File: src/ao_periph_pkg.sv
// Always-on peripheral subsystem package
// Bus structs, decode enums and register offsets

`default_nettype none

package ao_periph_pkg;

  localparam int unsigned NUM_PERIPH    = 3;
  localparam int unsigned NUM_FAST_INTR = 15;
  localparam int unsigned NUM_GPIO      = 8;

  // OBI port, full 32-bit words only
  typedef struct packed {
    logic        req;
    logic        we;
    logic [31:0] addr;
    logic [31:0] wdata;
  } obi_req_t;

  typedef struct packed {
    logic        gnt;
    logic        rvalid;
    logic [31:0] rdata;
  } obi_resp_t;

  // Internal register bus
  typedef struct packed {
    logic        valid;
    logic        write;
    logic [31:0] addr;
    logic [31:0] wdata;
  } reg_req_t;

  typedef struct packed {
    logic        ready;
    logic [31:0] rdata;
  } reg_rsp_t;

  // Taken from address bits 15:12
  typedef enum logic [1:0] {
    SOC_CTRL_IDX  = 2'd0,
    FAST_INTR_IDX = 2'd1,
    GPIO_IDX      = 2'd2,
    NONE_IDX      = 2'd3
  } periph_idx_e;

  typedef enum logic [1:0] {
    BR_IDLE    = 2'd0,
    BR_ACCESS  = 2'd1,
    BR_RESPOND = 2'd2
  } bridge_state_e;

  // Byte offsets, decoded on bits 4:2
  localparam logic [4:0] SOC_CTRL_EXIT_VALID = 5'h00;
  localparam logic [4:0] SOC_CTRL_EXIT_VALUE = 5'h04;
  localparam logic [4:0] SOC_CTRL_BOOT_SEL   = 5'h08;
  localparam logic [4:0] SOC_CTRL_SCRATCH    = 5'h0C;

  localparam logic [4:0] FAST_INTR_PENDING = 5'h00;
  localparam logic [4:0] FAST_INTR_ENABLE  = 5'h04;

  localparam logic [4:0] GPIO_IN          = 5'h00;
  localparam logic [4:0] GPIO_OUT         = 5'h04;
  localparam logic [4:0] GPIO_OE          = 5'h08;
  localparam logic [4:0] GPIO_INTR_EN     = 5'h0C;
  localparam logic [4:0] GPIO_INTR_STATUS = 5'h10;

endpackage

`default_nettype wire

File: src/obi_to_reg.sv
// OBI to register bus bridge
// One granted access becomes one register transfer, answered by an rvalid pulse

`timescale 1ns/100ps
`default_nettype none

module obi_to_reg (
  input  logic                     clk_i,
  input  logic                     reset_i,
  input  ao_periph_pkg::obi_req_t  obi_req_i,
  output ao_periph_pkg::obi_resp_t obi_resp_o,
  output ao_periph_pkg::reg_req_t  reg_req_o,
  input  ao_periph_pkg::reg_rsp_t  reg_rsp_i
);
  import ao_periph_pkg::*;

  bridge_state_e state_q;
  bridge_state_e state_d;
  logic          grant;
  logic          we_q;
  logic [31:0]   addr_q;
  logic [31:0]   wdata_q;
  logic [31:0]   rdata_q;

  // Only one access in flight
  assign grant = obi_req_i.req && (state_q == BR_IDLE);

  always_comb begin
    state_d = state_q;
    case (state_q)
      BR_IDLE: begin
        if (grant) begin
          state_d = BR_ACCESS;
        end
      end
      BR_ACCESS: begin
        if (reg_rsp_i.ready) begin
          state_d = BR_RESPOND;
        end
      end
      default: state_d = BR_IDLE;
    endcase
  end

  always_ff @(posedge clk_i) begin
    if (reset_i) begin
      state_q <= BR_IDLE;
    end else begin
      state_q <= state_d;
    end
  end

  always_ff @(posedge clk_i) begin
    if (grant) begin
      we_q    <= obi_req_i.we;
      addr_q  <= obi_req_i.addr;
      wdata_q <= obi_req_i.wdata;
    end
    // Writes return zero
    if (state_q == BR_ACCESS && reg_rsp_i.ready) begin
      rdata_q <= we_q ? '0 : reg_rsp_i.rdata;
    end
  end

  assign reg_req_o.valid = (state_q == BR_ACCESS);
  assign reg_req_o.write = we_q;
  assign reg_req_o.addr  = addr_q;
  assign reg_req_o.wdata = wdata_q;

  assign obi_resp_o.gnt    = grant;
  assign obi_resp_o.rvalid = (state_q == BR_RESPOND);
  assign obi_resp_o.rdata  = rdata_q;

  a_gnt_to_rvalid : assert property (@(posedge clk_i) disable iff (reset_i)
    obi_resp_o.gnt |=> reg_rsp_i.ready ##1 obi_resp_o.rvalid);

  a_rvalid_pulse : assert property (@(posedge clk_i) disable iff (reset_i)
    obi_resp_o.rvalid |=> !obi_resp_o.rvalid);

endmodule

`default_nettype wire

File: src/reg_demux.sv
// Register bus demultiplexer
// Decodes bits 15:12 and routes one transfer to a peripheral or the zero path

`timescale 1ns/100ps
`default_nettype none

module reg_demux (
  input  ao_periph_pkg::reg_req_t                               reg_req_i,
  output ao_periph_pkg::reg_rsp_t                               reg_rsp_o,
  output ao_periph_pkg::reg_req_t [ao_periph_pkg::NUM_PERIPH-1:0] periph_req_o,
  input  ao_periph_pkg::reg_rsp_t [ao_periph_pkg::NUM_PERIPH-1:0] periph_rsp_i,
  input  logic                                                  clk_i,
  input  logic                                                  reset_i
);
  import ao_periph_pkg::*;

  periph_idx_e           idx;
  logic [NUM_PERIPH-1:0] sel_valid;

  always_comb begin
    if (reg_req_i.addr[15:12] < 4'(NUM_PERIPH)) begin
      idx = periph_idx_e'(reg_req_i.addr[13:12]);
    end else begin
      idx = NONE_IDX;
    end
  end

  // Same transfer to all, valid to the selected one only
  always_comb begin
    for (int i = 0; i < NUM_PERIPH; i++) begin
      sel_valid[i]          = reg_req_i.valid && (idx == periph_idx_e'(i));
      periph_req_o[i]       = reg_req_i;
      periph_req_o[i].valid = sel_valid[i];
    end
  end

  always_comb begin
    // Unmapped answers at once with zero data
    reg_rsp_o.ready = reg_req_i.valid;
    reg_rsp_o.rdata = '0;
    case (idx)
      SOC_CTRL_IDX:  reg_rsp_o = periph_rsp_i[SOC_CTRL_IDX];
      FAST_INTR_IDX: reg_rsp_o = periph_rsp_i[FAST_INTR_IDX];
      GPIO_IDX:      reg_rsp_o = periph_rsp_i[GPIO_IDX];
      default:       reg_rsp_o.rdata = '0;
    endcase
  end

  a_one_select : assert property (@(posedge clk_i) disable iff (reset_i)
    $onehot0(sel_valid));

endmodule

`default_nettype wire

File: src/soc_ctrl.sv
// SoC control registers
// Boot select, simulation exit flag and value, scratch word

`timescale 1ns/100ps
`default_nettype none

module soc_ctrl (
  input  logic                    clk_i,
  input  logic                    reset_i,
  input  ao_periph_pkg::reg_req_t reg_req_i,
  output ao_periph_pkg::reg_rsp_t reg_rsp_o,
  input  logic                    boot_select_i,
  output logic                    exit_valid_o,
  output logic [31:0]             exit_value_o
);
  import ao_periph_pkg::*;

  logic        exit_valid_q;
  logic [31:0] exit_value_q;
  logic [31:0] scratch_q;
  logic        wr_en;
  logic [4:0]  offset;

  assign offset = {reg_req_i.addr[4:2], 2'b00};
  assign wr_en  = reg_req_i.valid && reg_req_i.write;

  always_ff @(posedge clk_i) begin
    if (reset_i) begin
      exit_valid_q <= 1'b0;
      exit_value_q <= '0;
      scratch_q    <= '0;
    end else if (wr_en) begin
      case (offset)
        // Sticky until reset
        SOC_CTRL_EXIT_VALID: exit_valid_q <= exit_valid_q | reg_req_i.wdata[0];
        SOC_CTRL_EXIT_VALUE: exit_value_q <= reg_req_i.wdata;
        SOC_CTRL_SCRATCH:    scratch_q    <= reg_req_i.wdata;
        default: ;
      endcase
    end
  end

  always_comb begin
    reg_rsp_o.ready = reg_req_i.valid;
    case (offset)
      SOC_CTRL_EXIT_VALID: reg_rsp_o.rdata = {31'b0, exit_valid_q};
      SOC_CTRL_EXIT_VALUE: reg_rsp_o.rdata = exit_value_q;
      SOC_CTRL_BOOT_SEL:   reg_rsp_o.rdata = {31'b0, boot_select_i};
      SOC_CTRL_SCRATCH:    reg_rsp_o.rdata = scratch_q;
      default:             reg_rsp_o.rdata = '0;
    endcase
  end

  assign exit_valid_o = exit_valid_q;
  assign exit_value_o = exit_value_q;

  a_exit_sticky : assert property (@(posedge clk_i) disable iff (reset_i)
    exit_valid_o |=> exit_valid_o);

endmodule

`default_nettype wire

File: src/fast_intr_ctrl.sv
// Fast interrupt controller
// Pending bits with write-one-to-clear, masked by enable

`timescale 1ns/100ps
`default_nettype none

module fast_intr_ctrl (
  input  logic                                    clk_i,
  input  logic                                    reset_i,
  input  ao_periph_pkg::reg_req_t                 reg_req_i,
  output ao_periph_pkg::reg_rsp_t                 reg_rsp_o,
  input  logic [ao_periph_pkg::NUM_FAST_INTR-1:0] fast_intr_i,
  output logic [ao_periph_pkg::NUM_FAST_INTR-1:0] fast_intr_o
);
  import ao_periph_pkg::*;

  logic [NUM_FAST_INTR-1:0] pending_q;
  logic [NUM_FAST_INTR-1:0] enable_q;
  logic [NUM_FAST_INTR-1:0] pend_clr;
  logic                     wr_en;
  logic [4:0]               offset;

  assign offset   = {reg_req_i.addr[4:2], 2'b00};
  assign wr_en    = reg_req_i.valid && reg_req_i.write;
  assign pend_clr = (wr_en && offset == FAST_INTR_PENDING) ?
                    reg_req_i.wdata[NUM_FAST_INTR-1:0] : '0;

  always_ff @(posedge clk_i) begin
    if (reset_i) begin
      pending_q <= '0;
      enable_q  <= '0;
    end else begin
      // A live input wins over a clear
      pending_q <= (pending_q & ~pend_clr) | fast_intr_i;
      if (wr_en && offset == FAST_INTR_ENABLE) begin
        enable_q <= reg_req_i.wdata[NUM_FAST_INTR-1:0];
      end
    end
  end

  always_comb begin
    reg_rsp_o.ready = reg_req_i.valid;
    case (offset)
      FAST_INTR_PENDING: reg_rsp_o.rdata = 32'(pending_q);
      FAST_INTR_ENABLE:  reg_rsp_o.rdata = 32'(enable_q);
      default:           reg_rsp_o.rdata = '0;
    endcase
  end

  assign fast_intr_o = pending_q & enable_q;

  a_pend_capture : assert property (@(posedge clk_i) disable iff (reset_i)
    (fast_intr_i != '0) |=> ((pending_q & $past(fast_intr_i)) == $past(fast_intr_i)));

endmodule

`default_nettype wire

File: src/gpio_ao.sv
// Always-on GPIO
// Output and enable registers, synchronised inputs, rising-edge interrupts

`timescale 1ns/100ps
`default_nettype none

module gpio_ao (
  input  logic                               clk_i,
  input  logic                               reset_i,
  input  ao_periph_pkg::reg_req_t            reg_req_i,
  output ao_periph_pkg::reg_rsp_t            reg_rsp_o,
  input  logic [ao_periph_pkg::NUM_GPIO-1:0] cio_gpio_i,
  output logic [ao_periph_pkg::NUM_GPIO-1:0] cio_gpio_o,
  output logic [ao_periph_pkg::NUM_GPIO-1:0] cio_gpio_en_o,
  output logic [ao_periph_pkg::NUM_GPIO-1:0] intr_gpio_o
);
  import ao_periph_pkg::*;

  logic [NUM_GPIO-1:0] in_meta_q;
  logic [NUM_GPIO-1:0] in_sync_q;
  logic [NUM_GPIO-1:0] in_prev_q;
  logic [NUM_GPIO-1:0] out_q;
  logic [NUM_GPIO-1:0] oe_q;
  logic [NUM_GPIO-1:0] intr_en_q;
  logic [NUM_GPIO-1:0] status_q;
  logic [NUM_GPIO-1:0] rise;
  logic [NUM_GPIO-1:0] stat_clr;
  logic                wr_en;
  logic [4:0]          offset;

  assign offset   = {reg_req_i.addr[4:2], 2'b00};
  assign wr_en    = reg_req_i.valid && reg_req_i.write;
  assign rise     = in_sync_q & ~in_prev_q;
  assign stat_clr = (wr_en && offset == GPIO_INTR_STATUS) ? reg_req_i.wdata[NUM_GPIO-1:0] : '0;

  always_ff @(posedge clk_i) begin
    if (reset_i) begin
      in_meta_q <= '0;
      in_sync_q <= '0;
      in_prev_q <= '0;
      out_q     <= '0;
      oe_q      <= '0;
      intr_en_q <= '0;
      status_q  <= '0;
    end else begin
      // Two-flop synchroniser, then edge history
      in_meta_q <= cio_gpio_i;
      in_sync_q <= in_meta_q;
      in_prev_q <= in_sync_q;
      status_q  <= (status_q & ~stat_clr) | (rise & intr_en_q);
      if (wr_en) begin
        case (offset)
          GPIO_OUT:     out_q     <= reg_req_i.wdata[NUM_GPIO-1:0];
          GPIO_OE:      oe_q      <= reg_req_i.wdata[NUM_GPIO-1:0];
          GPIO_INTR_EN: intr_en_q <= reg_req_i.wdata[NUM_GPIO-1:0];
          default: ;
        endcase
      end
    end
  end

  always_comb begin
    reg_rsp_o.ready = reg_req_i.valid;
    case (offset)
      GPIO_IN:          reg_rsp_o.rdata = 32'(in_sync_q);
      GPIO_OUT:         reg_rsp_o.rdata = 32'(out_q);
      GPIO_OE:          reg_rsp_o.rdata = 32'(oe_q);
      GPIO_INTR_EN:     reg_rsp_o.rdata = 32'(intr_en_q);
      GPIO_INTR_STATUS: reg_rsp_o.rdata = 32'(status_q);
      default:          reg_rsp_o.rdata = '0;
    endcase
  end

  assign cio_gpio_o    = out_q;
  assign cio_gpio_en_o = oe_q;
  assign intr_gpio_o   = status_q;

  // New status bits only on pins enabled the cycle before
  a_status_enabled : assert property (@(posedge clk_i) disable iff (reset_i)
    (status_q & ~$past(status_q) & ~$past(intr_en_q)) == '0);

endmodule

`default_nettype wire

File: src/ao_peripheral_subsystem.sv
// Always-on peripheral subsystem
// OBI bridge, address demux and the SoC control, fast interrupt and GPIO blocks

`timescale 1ns/100ps
`default_nettype none

module ao_peripheral_subsystem (
  input  logic                                    clk_i,
  input  logic                                    reset_i,

  input  ao_periph_pkg::obi_req_t                 slave_req_i,
  output ao_periph_pkg::obi_resp_t                slave_resp_o,

  // SoC control
  input  logic                                    boot_select_i,
  output logic                                    exit_valid_o,
  output logic [31:0]                             exit_value_o,

  // Fast interrupts
  input  logic [ao_periph_pkg::NUM_FAST_INTR-1:0] fast_intr_i,
  output logic [ao_periph_pkg::NUM_FAST_INTR-1:0] fast_intr_o,

  // GPIO pins
  input  logic [ao_periph_pkg::NUM_GPIO-1:0]      cio_gpio_i,
  output logic [ao_periph_pkg::NUM_GPIO-1:0]      cio_gpio_o,
  output logic [ao_periph_pkg::NUM_GPIO-1:0]      cio_gpio_en_o,
  output logic [ao_periph_pkg::NUM_GPIO-1:0]      intr_gpio_o
);
  import ao_periph_pkg::*;

  reg_req_t                  peripheral_req;
  reg_rsp_t                  peripheral_rsp;
  reg_req_t [NUM_PERIPH-1:0] ao_slv_req;
  reg_rsp_t [NUM_PERIPH-1:0] ao_slv_rsp;

  obi_to_reg obi_to_reg_i (
    .clk_i,
    .reset_i,
    .obi_req_i  (slave_req_i),
    .obi_resp_o (slave_resp_o),
    .reg_req_o  (peripheral_req),
    .reg_rsp_i  (peripheral_rsp)
  );

  reg_demux reg_demux_i (
    .reg_req_i    (peripheral_req),
    .reg_rsp_o    (peripheral_rsp),
    .periph_req_o (ao_slv_req),
    .periph_rsp_i (ao_slv_rsp),
    .clk_i,
    .reset_i
  );

  soc_ctrl soc_ctrl_i (
    .clk_i,
    .reset_i,
    .reg_req_i (ao_slv_req[SOC_CTRL_IDX]),
    .reg_rsp_o (ao_slv_rsp[SOC_CTRL_IDX]),
    .boot_select_i,
    .exit_valid_o,
    .exit_value_o
  );

  fast_intr_ctrl fast_intr_ctrl_i (
    .clk_i,
    .reset_i,
    .reg_req_i (ao_slv_req[FAST_INTR_IDX]),
    .reg_rsp_o (ao_slv_rsp[FAST_INTR_IDX]),
    .fast_intr_i,
    .fast_intr_o
  );

  gpio_ao gpio_ao_i (
    .clk_i,
    .reset_i,
    .reg_req_i (ao_slv_req[GPIO_IDX]),
    .reg_rsp_o (ao_slv_rsp[GPIO_IDX]),
    .cio_gpio_i,
    .cio_gpio_o,
    .cio_gpio_en_o,
    .intr_gpio_o
  );

endmodule

`default_nettype wire

File: config.mk
export PLATFORM = sky130hd
export DESIGN_NAME = ao_peripheral_subsystem
export DESIGN_NICKNAME = d
export VERILOG_FILES = /design/src/ao_periph_pkg.sv /design/src/obi_to_reg.sv /design/src/reg_demux.sv /design/src/soc_ctrl.sv /design/src/fast_intr_ctrl.sv /design/src/gpio_ao.sv /design/src/ao_peripheral_subsystem.sv
export SDC_FILE = /design/constraint.sdc
export NUM_CORES = 1
export LEC_CHECK = 0
export BUFFER_PORTS_ARGS = -buffer_cell sky130_fd_sc_hd__buf_2
export CORE_AREA = 2 2 211 213
export CTS_BUF_LIST = sky130_fd_sc_hd__clkbuf_8
export DETAILED_ROUTE_END_ITERATION = 10
export DIE_AREA = 0 0 213 215
export GPL_ROUTABILITY_DRIVEN = 0
export GPL_TIMING_DRIVEN = 0
export PLACE_DENSITY = 0.59
export SYNTH_ARGS = -nofsm -noshare
export SYNTH_HDL_FRONTEND = slang
export SYNTH_HIERARCHICAL = 1
export SYNTH_SLANG_ARGS = --single-unit
export TNS_END_PERCENT = 10
File: constraint.sdc
create_clock -name clk_i -period 6.1 [get_ports clk_i]
set_clock_uncertainty 0.2 [all_clocks]
set_input_delay 0.305 -clock clk_i [delete_from_list [all_inputs] [get_ports clk_i]]
set_output_delay 0.305 -clock clk_i [all_outputs]
set_load 0.01 [all_outputs]
* Yosys cells after proc, flatten, opt, wreduce, memory -nomap -nowiden
Index checks and enable logic that the tools add are counted.
** Word-level totals
- Output and inout port bits :: 106
- Input bits :: 92
- Logic and storage cells :: 71
- Bits in registers :: 234
** Cells by class
- Bitwise gates (word level) :: 11
- Eq/ne operators :: 10
- Magnitude comparators :: 1
- Reductions and logical operators :: 21
- Mux-type cells :: 11
** Operator list (count)
- $pmux 32 s4 :: 1
- $pmux 32 s3 :: 1
- $pmux 8 s5 :: 1
- $and 15x15->15 :: 2
- $pmux 15 s2 :: 1
- $and 8x8->8 :: 3
- $not 8->8 :: 2
- $mux 15 :: 1
- $not 15->15 :: 1
- $or 15x15->15 :: 1
- $reduce_and 2->1 :: 7
- $logic_and 1x1->1 :: 11
- $mux 8 :: 1
- $or 8x8->8 :: 1
- $eq 3x2->1 const B :: 2
- $mux 2 :: 3
- $logic_not 5->1 :: 1
- $eq 2x1->1 const B :: 2
- $eq 2x2->1 const B :: 2
- $logic_not 2->1 :: 2
- $lt 4x2->1 const B :: 1
- $pmux 2 s2 :: 1
- $eq 3x1->1 const B :: 1
- $eq 3x3->1 const B :: 1
- 4 further kinds :: 4

* Depth between registers and ports, before layout
Gate-level depths: netlist of the first run.
- Depth after elaboration :: 10
- Depth in mapped cells :: 9
- Depth with buffers taken out :: 6

* Modules after synthesis
The synthesis of the first run kept the hierarchy.
** By module, submodules not included
- obi_to_reg :: sequential area each 2952.8 sq um, cells an instance 144, area each 3240.6 sq um, instances 1
- soc_ctrl :: sequential area each 1301.2 sq um, cells an instance 294, area each 3055.4 sq um, instances 1
- gpio_ao :: sequential area each 1121.1 sq um, cells an instance 261, area each 2576.2 sq um, instances 1
- reg_demux :: sequential area each 0.0 sq um, cells an instance 313, area each 2253.4 sq um, instances 1
- fast_intr_ctrl :: sequential area each 600.6 sq um, cells an instance 201, area each 1831.8 sq um, instances 1

* Least setup slack after synthesis of the first run
Ideal clock, no wire load.
- Path kind :: register to output
- Start point :: reg obi_to_reg_i.state_q[1]
- End point :: out slave_resp_o[33] (netlist bit)
- Path buffers :: 1
- Setup slack :: -0.128 ns
- Data required time :: 5.595 ns
- Arrival :: 5.723 ns
- Stages on the path, launching flop included :: 3
- Cell sequence :: dfxtp_1 nor3b_1 buf_4
** On the way
- Word-level cells in the longest chain between the ends :: 2
** RTL lines
- start, declared :: line obi_to_reg.sv:17 : bridge_state_e state_q;
- start signal, assigned :: line obi_to_reg.sv:49 : state_q <= state_d;
- $logic_not 2->1 :: line obi_to_reg.sv:26 : assign grant = obi_req_i.req && (state_q == BR_IDLE);
- $logic_and 1x1->1 :: line obi_to_reg.sv:26
- end, declared :: line ao_peripheral_subsystem.sv:12 : output ao_periph_pkg::obi_resp_t slave_resp_o,
Every way passes these cells.

==> qor.txt, run 1 <==
Largest net degree at the start of global routing = 34
Share of cells above drive strength 1 = 29.4%
Data arrival time of the critical path = 3210 ps
GRT Total Usage = 15.1%
Clk_lat worst skew = 590 ps
Final wirelength = 35000 microns
Post-synthesis average cell area = 10.6 sq um
Max-slew violations = 0
Hold Fails Final Rpt = 0
Crit-path max FO = 33
Largest buffer count on any clock path = 3
Final HPWL DP = 25400 microns
First-pass GRT wire length = 50900 microns
RSZ-0062 raised after global routing = false
Initial antenna violation count = 1
Hold crit path type = in2reg
Crit. Startpoint = obi_to_reg_i/addr_q[15]
Total chip power = 3.52 mW
Critical Path RT = 6090 ps
DRT Pass-1 Iters = 5
Finished Cell Area = 14600 sq um
Vias/cell = 4.12
Die Height = 215 microns
Global route total overflow = 0
CP endpoint = obi_to_reg_i/rdata_q[7]
Pre-CTS WS = 2880 ps
Final antenna-violating net count = 0
DR iter-0 viols = 345
Hold Slack = 219 ps
Cell Rows = 77
Clk sink count = 225
Cts repair resizes = 0
Hold Crit Start = slave_req_i[14]
Number of global-route vias before repair = 8241
Die W = 213 microns
Crit Path Category = reg2reg
Max VDD drop = 0.144 mV
Crit end category = flip-flop
Placed inst area = 13000 sq um
RR Endpoint = obi_to_reg_i/rdata_q[7]
Post-layout nets = 1476
Clk root buf = clkbuf_8
Area Growth Syn to Fin = 29.7%
# Post-CTS Setup Buffers = 0
Yosys warning count = 6
Maximum capacitance violations = 0
Cell Area, Synth = 11200 sq um
Num CTS Buffers = 42
Setup violators final = 0
R2R Setup Slk = 2880 ps
Initial Utilization = 25.8%
Run status = completed
Static Leak = 6.33 nW
Via count = 8281
Drt drc = 0
Maximum clock frequency = 311 MHz
Worst-Margin Slew = 890 ps
Crit Reg-Reg Startpoint = obi_to_reg_i/addr_q[15]
Slew headroom = 40.6%
Final Cycle Share = 52.7%
H-tree Lvls = 2
Core box area = 43600 sq um
Min Tclk post-route = 3220 ps
Die Area = 45800 sq um
Worst setup SP type = flip-flop
FF-to-FF path depth = 7
CTS tree = built
Ports = 198
Clk slew on worst S/H paths = 60 ps
Port bufs = 172
Synth Instances = 1060
Final WS setup = 2880 ps
Power per Cell Area = 242 nW/um^2
WL per Instance = 17.4 microns
-- cell type report --
class                           count  area [sq um]
Clock inverter                     22           149
Inverter                            1          3.75
Buffer                            181          1280
Timing Repair Buffer              241          1560
Fill cell                        4530         29100
Clock buffer                       54           743
Multi-Input combinational cell    692          4890
Antenna cell                        1          2.50
Sequential cell                   225          5230
Tap cell                          592           741
-- sequential cells by signal, summed over array words and instances, names as in the netlist --
signal,cells
fast_intr_ctrl_i/enable_q,15
fast_intr_ctrl_i/pending_q,15
gpio_ao_i/cio_gpio_en_o,8
gpio_ao_i/cio_gpio_o,8
gpio_ao_i/in_meta_q,8
gpio_ao_i/in_prev_q,8
gpio_ao_i/in_sync_q,8
gpio_ao_i/intr_en_q,8
gpio_ao_i/intr_gpio_o,8
obi_to_reg_i/addr_q,7
obi_to_reg_i/rdata_q,32
obi_to_reg_i/state_q,2
obi_to_reg_i/wdata_q,32
obi_to_reg_i/we_q,1
soc_ctrl_i/exit_valid_o,1
soc_ctrl_i/exit_value_o,32
soc_ctrl_i/scratch_q,32
-- how the worst min path moves through the flow --
stage | endpoint | slack [ps] | cells after the start
2_1_floorplan | obi_to_reg_i/state_q[1] | 180 | 1
5_1_grt | obi_to_reg_i/wdata_q[11] | 180 | 2
4_1_cts | obi_to_reg_i/wdata_q[14] | 160 | 2
3_5_place_dp | gpio_ao_i/in_sync_q[1] | 230 | 1
3_3_place_gp | gpio_ao_i/in_sync_q[6] | 230 | 1
6_report | obi_to_reg_i/wdata_q[14] | 220 | 2
-- cell usage in the layout, fill, tap and decap left out, types with 10 or more instances in the layout --
master / instances
dlygate4sd3_1: 65
a21oi_1: 10
nor2_1: 47
buf_4: 118
inv_1: 14
buf_6: 19
buf_2: 193
nor4b_2: 11
o21ai_1: 33
clkbuf_8: 54
edfxtp_1: 72
and2_1: 16
nand2b_1: 158
nor3_1: 16
a22o_1: 31
nor2b_1: 59
dfxtp_1: 153
mux2i_1: 164
clkbuf_1: 26
conb_1: 41
nand2_1: 36
-- metal layers --
metal | share of wire, % | up-vias | GRT usage, %
li1 | - | 4141 | -
met1 | 45 | 3873 | 19.1
met2 | 46 | 215 | 24.4
met3 | 6.7 | 52 | 4.75
met4 | 2.5 | 0 | 4.90
met5 | 0 | - | 0
-- stage by stage --
| step | util, % | setup TNS (ps) | cells |
|---|---|---|---|
| floorplan | - | 0 | 1099 |
| global placement | 29.8 | -21840 | 1863 |
| detailed placement | 29.9 | 0 | 1867 |
| CTS | 33.4 | 0 | 2008 |
| global route | 33.4 | 0 | 2009 |
| finish | 33.4 | 0 | 2009 |
-- power breakdown --
group | internal [mW] | leakage (nW) | total (mW) | switching (mW)
Clock | 0.879 | 0.504 | 1.54 | 0.658
Combinational | 0.181 | 3.89 | 0.361 | 0.179
Sequential | 1.59 | 1.94 | 1.63 | 0.0330
-- repair_timing --
action / 4_1_cts / 5_1_grt
hold buffers: 65 / 0
endpoints found under the setup margin: 0 / 0
hold endpoints to repair: 67 / 0
-- critical path, cell delays in order, from the launching register on --
cell	delay [ps]
edfxtp_1	440
or3_4	470
buf_6	180
nor3b_2	300
buf_4	160
a22oi_1	50
a31oi_1	230
and3b_2	800
No activity file was read; power rests on OpenSTA's default activity.
==> inputs of run 2 (changes only) <==
--- a/config.mk
+++ b/config.mk
@@ -12,7 +12,7 @@
 export DIE_AREA = 0 0 213 215
 export GPL_ROUTABILITY_DRIVEN = 0
 export GPL_TIMING_DRIVEN = 0
-export PLACE_DENSITY = 0.59
+export PLACE_DENSITY = 0.57
 export SYNTH_ARGS = -nofsm -noshare
 export SYNTH_HDL_FRONTEND = slang
 export SYNTH_HIERARCHICAL = 1
==> constraint.sdc (replaced) <==
create_clock -name clk_i -period 2.99 [get_ports clk_i]
set_clock_uncertainty 0.2 [all_clocks]
set_input_delay 0.1495 -clock clk_i [delete_from_list [all_inputs] [get_ports clk_i]]
set_output_delay 0.1495 -clock clk_i [all_outputs]
set_load 0.01 [all_outputs]
==> qor.txt, run 2 (synthesized netlist as in run 1, its figures left out) <==
Power per Cell Area = 494 nW/um^2 (+100%)
First-pass GRT wire length = 52800 microns (+3.8%)
Final wirelength = 35900 microns (+2.5%)
Final HPWL DP = 25400 microns (about the same)
Gr busiest metal = met2
Min Tclk post-route = 2930 ps (-282 ps)
Die Area = 45800 sq um (unchanged)
Die W = 213 microns (unchanged)
Hold Slack = 50.3 ps (-168 ps)
Crit-path max FO = 10 (-70%)
Worst-Margin Slew = 1060 ps (+175 ps)
GRT met1 Usage = 19.3% (+0.25 points)
Most frequent cells in the layout = buf_2, mux2i_1, nand2b_1, dfxtp_1, buf_4
Final Cycle Share = 98.1% (+45 points)
Clk slew on worst S/H paths = 70 ps (about the same)
Worst setup SP type = flip-flop
Drt drc = 0 (unchanged)
DR iter-0 viols = 444 (+29%)
Via count = 8470 (+2.3%)
Final antenna-violating net count = 0 (unchanged)
Critical Path RT = 3250 ps (-2840 ps)
Share of cells above drive strength 1 = 29.5% (+0.077 points)
Final Util = 34.0% (+0.59 points)
Crit Path Category = reg2reg
Setup violators final = 0 (unchanged)
Clk_lat worst skew = 610 ps (+20 ps)
Static Leak = 6.44 nW (+1.7%)
Num CTS Buffers = 43 (+2.4%)
Core box area = 43600 sq um (unchanged)
Total chip power = 7.34 mW (+110%)
Global route total overflow = 0 (unchanged)
Area Growth Syn to Fin = 32.0%
Ports = 198 (unchanged)
Clk root buf = clkbuf_8
Port bufs = 172 (unchanged)
Maximum clock frequency = 341 MHz (+9.6%)
Maximum capacitance violations = 0 (unchanged)
Initial antenna violation count = 0 (-1)
DRT Pass-1 Iters = 6 (+1)
Largest net degree at the start of global routing = 19 (-44%)
Vias/cell = 4.18 (+1.3%)
Cell Rows = 77 (unchanged)
Antenna Cells = 0 (-1)
Data arrival time of the critical path = 3190 ps (-20 ps)
CTS tree = built
Slew headroom = 28.9% (-12 points)
GRT Total Usage = 15.7% (+0.60 points)
M3 GR Usage = 5.44% (+0.69 points)
WL per Instance = 17.7 microns (+1.6%)
Post-layout nets = 1494 (+1.2%)
Max-slew violations = 0 (unchanged)
Grt met2 use = 25.8% (+1.5 points)
Hold Fails Final Rpt = 0 (unchanged)
H-tree Lvls = 2 (unchanged)
Largest buffer count on any clock path = 3 (unchanged)
Most common cell after layout, fill and taps aside = buf_2
Hold crit path type = in2reg
Max VDD drop = 0.322 mV (+120%)
Run status = completed
Number of global-route vias before repair = 8458 (+2.6%)
Crit end category = flip-flop
Setup TNS = 0 ps (unchanged)
Clk sink count = 225 (unchanged)
Initial Utilization = 25.8% (unchanged)
Die Height = 215 microns (unchanged)
-- run 2: cell count changes in the layout (fill, tap and decap cells not counted), sizes merged --
cell	delta
diode	-1
dlygate4sd3	+16
clkinv	+2
and3b	+1
inv	+1
-- run 2: path summary, 6_finish.rpt --
path	startpoint	to	slack, ps	depth (start not counted)
worst max register to register	obi_to_reg_i/addr_q[15]	obi_to_reg_i/state_q[0]	60	8
worst min-delay path	slave_req_i[6]	obi_to_reg_i/wdata_q[6]	50	2
worst max-delay path	obi_to_reg_i/addr_q[15]	obi_to_reg_i/state_q[0]	60	8
worst min register to register	gpio_ao_i/in_meta_q[1]	gpio_ao_i/in_sync_q[1]	230	1
-- run 2: critical path, cell delays in order (launching register included) --
cell	delay (ps)
edfxtp_1	450
or3_4	470
buf_6	170
nor3b_2	270
buf_4	150
a22oi_1	90
a31oi_4	300
a2111oi_2	110
dlygate4sd3_1	580
-- run 2: cell type report --
class | count | area (sq um)
repair buffers | 257 | 1740
multi-input cells | 693 | 4940
clock buffers | 54 | 743
fillers | 4438 | 28800
well taps | 592 | 741
inverters | 1 | 3.75
clock inverters | 25 | 171
flip-flops and latches | 225 | 5230
plain buffers | 181 | 1280
-- run 2: metal layers --
metal	vias to the layer above	routed length, microns	part of all wire (%)
met5	-	0	0
met4	0	855	2.4
met3	51	2710	7.6
met2	225	16800	47
met1	4023	15500	43
li1	4171	-	-
-- run 2: timing repair --
item,CTS,global route
setup buffers,2,0
endpoints found under the hold margin,98,0
endpoints found under the setup margin,33,24
gates resized for setup,4,4
gates cloned,1,0
pin swaps,1,0
hold buffers,81,0
-- run 2: through the flow --
step           worst slack [ps]  area (sq um)  instances
6_report                   56.4         14800       2028
3_3_place_gp              -1150         13000       1863
3_5_place_dp               -251         13000       1865
4_1_cts                    30.3         14800       2028
5_1_grt                 -0.0737         14800       2028
2_1_floorplan             -52.5         11400       1099
-- run 2: power by group --
group	internal (mW)	switching (mW)	total, mW
clock	1.81	1.43	3.24
sequential	3.25	0.0712	3.32
combinational	0.396	0.378	0.773
==> inputs of run 3 (changes only) <==
--- a/config.mk
+++ b/config.mk
@@ -12,7 +12,7 @@
 export DIE_AREA = 0 0 213 215
 export GPL_ROUTABILITY_DRIVEN = 0
 export GPL_TIMING_DRIVEN = 0
-export PLACE_DENSITY = 0.57
+export PLACE_DENSITY = 0.49
 export SYNTH_ARGS = -nofsm -noshare
 export SYNTH_HDL_FRONTEND = slang
 export SYNTH_HIERARCHICAL = 1
==> qor.txt, run 3 (synthesized netlist as in run 1, its figures left out) <==
Slew headroom = 39.2% (+10 points)
Vias/cell = 4.17 (-0.23%)
Maximum clock frequency = 349 MHz (+2.4%)
Clk slew on worst S/H paths = 60 ps (about the same)
Die W = 213 microns (unchanged)
Worst setup SP type = flip-flop
Clk_lat worst skew = 610 ps (about the same)
Static Leak = 6.48 nW (+0.54%)
Crit Path Category = reg2reg
DR iter-0 viols = 377 (-15%)
Antenna Cells = 0 (unchanged)
Hold Fails Final Rpt = 0 (unchanged)
Core box area = 43600 sq um (unchanged)
Die Area = 45800 sq um (unchanged)
Number of global-route vias before repair = 8663 (+2.4%)
Via count = 8484 (+0.17%)
Hold crit path type = in2reg
Drt drc = 0 (unchanged)
Pre-CTS WS = -251 ps (-0.159 ps)
Final HPWL DP = 25500 microns (+0.56%)
WL per Instance = 18.0 microns (+1.3%)
Share of cells above drive strength 1 = 29.4% (-0.094 points)
Post-layout nets = 1501 (+0.47%)
Fin cells = 2036 (+0.39%)
Initial antenna violation count = 0 (unchanged)
H-tree Lvls = 2 (unchanged)
Most common cell after layout, fill and taps aside = buf_2
Crit-path max FO = 10 (unchanged)
DRT Pass-1 Iters = 4 (-2)
Critical Path RT = 3120 ps (-130 ps)
Port bufs = 172 (unchanged)
Largest net degree at the start of global routing = 19 (unchanged)
Maximum capacitance violations = 0 (unchanged)
Power per Cell Area = 492 nW/um^2 (-0.38%)
Max-slew violations = 0 (unchanged)
Cell Rows = 77 (unchanged)
Initial Utilization = 25.8% (unchanged)
RSZ-0062 raised after global routing = false
Clk sink count = 225 (unchanged)
Clk root buf = clkbuf_8
Final antenna-violating net count = 0 (unchanged)
Crit end category = flip-flop
Setup violators final = 0 (unchanged)
GRT Total Usage = 16.1% (+0.34 points)
Final Cycle Share = 95.8% (-2.3 points)
Num CTS Buffers = 45 (+4.7%)
Most frequent cells in the layout = buf_2, mux2i_1, nand2b_1, dfxtp_1, buf_4
Area Growth Syn to Fin = 32.4%
Final wirelength = 36600 microns (+1.7%)
Run status = completed
First-pass GRT wire length = 54000 microns (+2.2%)
Ports = 198 (unchanged)
Global route total overflow = 0 (unchanged)
Min Tclk post-route = 2860 ps (-69.1 ps)
Placed Cells = 1866 (+0.054%)
Final WS setup = 125 ps (+69.1 ps)
Die Height = 215 microns (unchanged)
Largest buffer count on any clock path = 3 (unchanged)
CTS tree = built
Worst-Margin Slew = 910 ps (-154 ps)
Max VDD drop = 0.246 mV (-24%)
Data arrival time of the critical path = 3000 ps (-190 ps)
run 3: changes by cell type in the layout (fill, tap and decap cells not counted), sizes merged:
cell / previous run / this run
clkbuf: 80 / 82
bufinv: 2 / 1
clkinvlp: 1 / 0
buf: 331 / 335
inv: 16 / 19
dlygate4sd3: 81 / 82
run 3: cell type report:
type / instances / area, sq um
buffer: 181 / 1280
clock buffer: 56 / 771
clock inverter: 26 / 140
fill: 4567 / 28800
inverter: 1 / 3.75
multi-input combinational: 693 / 4930
sequential: 225 / 5230
tap: 592 / 741
timing repair buffer: 262 / 1800
run 3: final timing paths:
path / from / end / slack [ps] / cells past startpoint
setup / recovery: obi_to_reg_i/addr_q[15] / obi_to_reg_i/rdata_q[0] / 130 / 9
hold / removal: slave_req_i[29] / obi_to_reg_i/wdata_q[29] / 60 / 2
setup reg to reg: obi_to_reg_i/addr_q[15] / obi_to_reg_i/rdata_q[0] / 130 / 9
hold reg to reg: gpio_ao_i/in_meta_q[6] / gpio_ao_i/in_sync_q[6] / 230 / 1
run 3: timing repair:
| action | 4_1_cts | 5_1_grt |
|---|---|---|
| hold buffers | 82 | 0 |
| gates resized for setup | 4 | 1 |
| endpoints found under the hold margin | 92 | 0 |
| setup endpoints to repair | 33 | 32 |
| gates cloned | 1 | 0 |
| pin swaps | 2 | 1 |
| setup buffers | 4 | 1 |
run 3: where the power goes:
| group | internal, mW | leakage, nW | switching (mW) |
|---|---|---|---|
| registers | 3.25 | 1.94 | 0.0696 |
| clock network | 1.77 | 0.531 | 1.45 |
| logic | 0.404 | 4.01 | 0.383 |
| total | 5.43 | 6.48 | 1.90 |
run 3: routing by layer:
layer	GRT usage (%)	part of all wire [%]
met2	25.5	45
met4	5.01	2.5
met1	20.8	45
met5	0	0
met3	4.82	7.0
run 3: worst max-delay path, cell delays in order, from the launching register on:
cell and delay, ps:
edfxtp_1 440, or3_4 480, buf_6 180, nor3b_2 260
buf_4 150, a22oi_1 60, a31oi_2 240, buf_4 170
and3b_4 240, buf_4 160
run 3: through the flow:
step	util, %	total power, mW	TNS (ps)	instance area, sq um	hold WS, ps
after CTS	34.1	7.45	0	14900	2.86
final	34.1	7.33	0	14900	56.2
after floorplan	-	3.80	-1680	11400	21.1
after global placement	29.8	4.05	-71300	13000	127
after detailed placement	29.9	4.07	-8020	13100	128
after global routing	34.1	7.64	0	14900	15.6
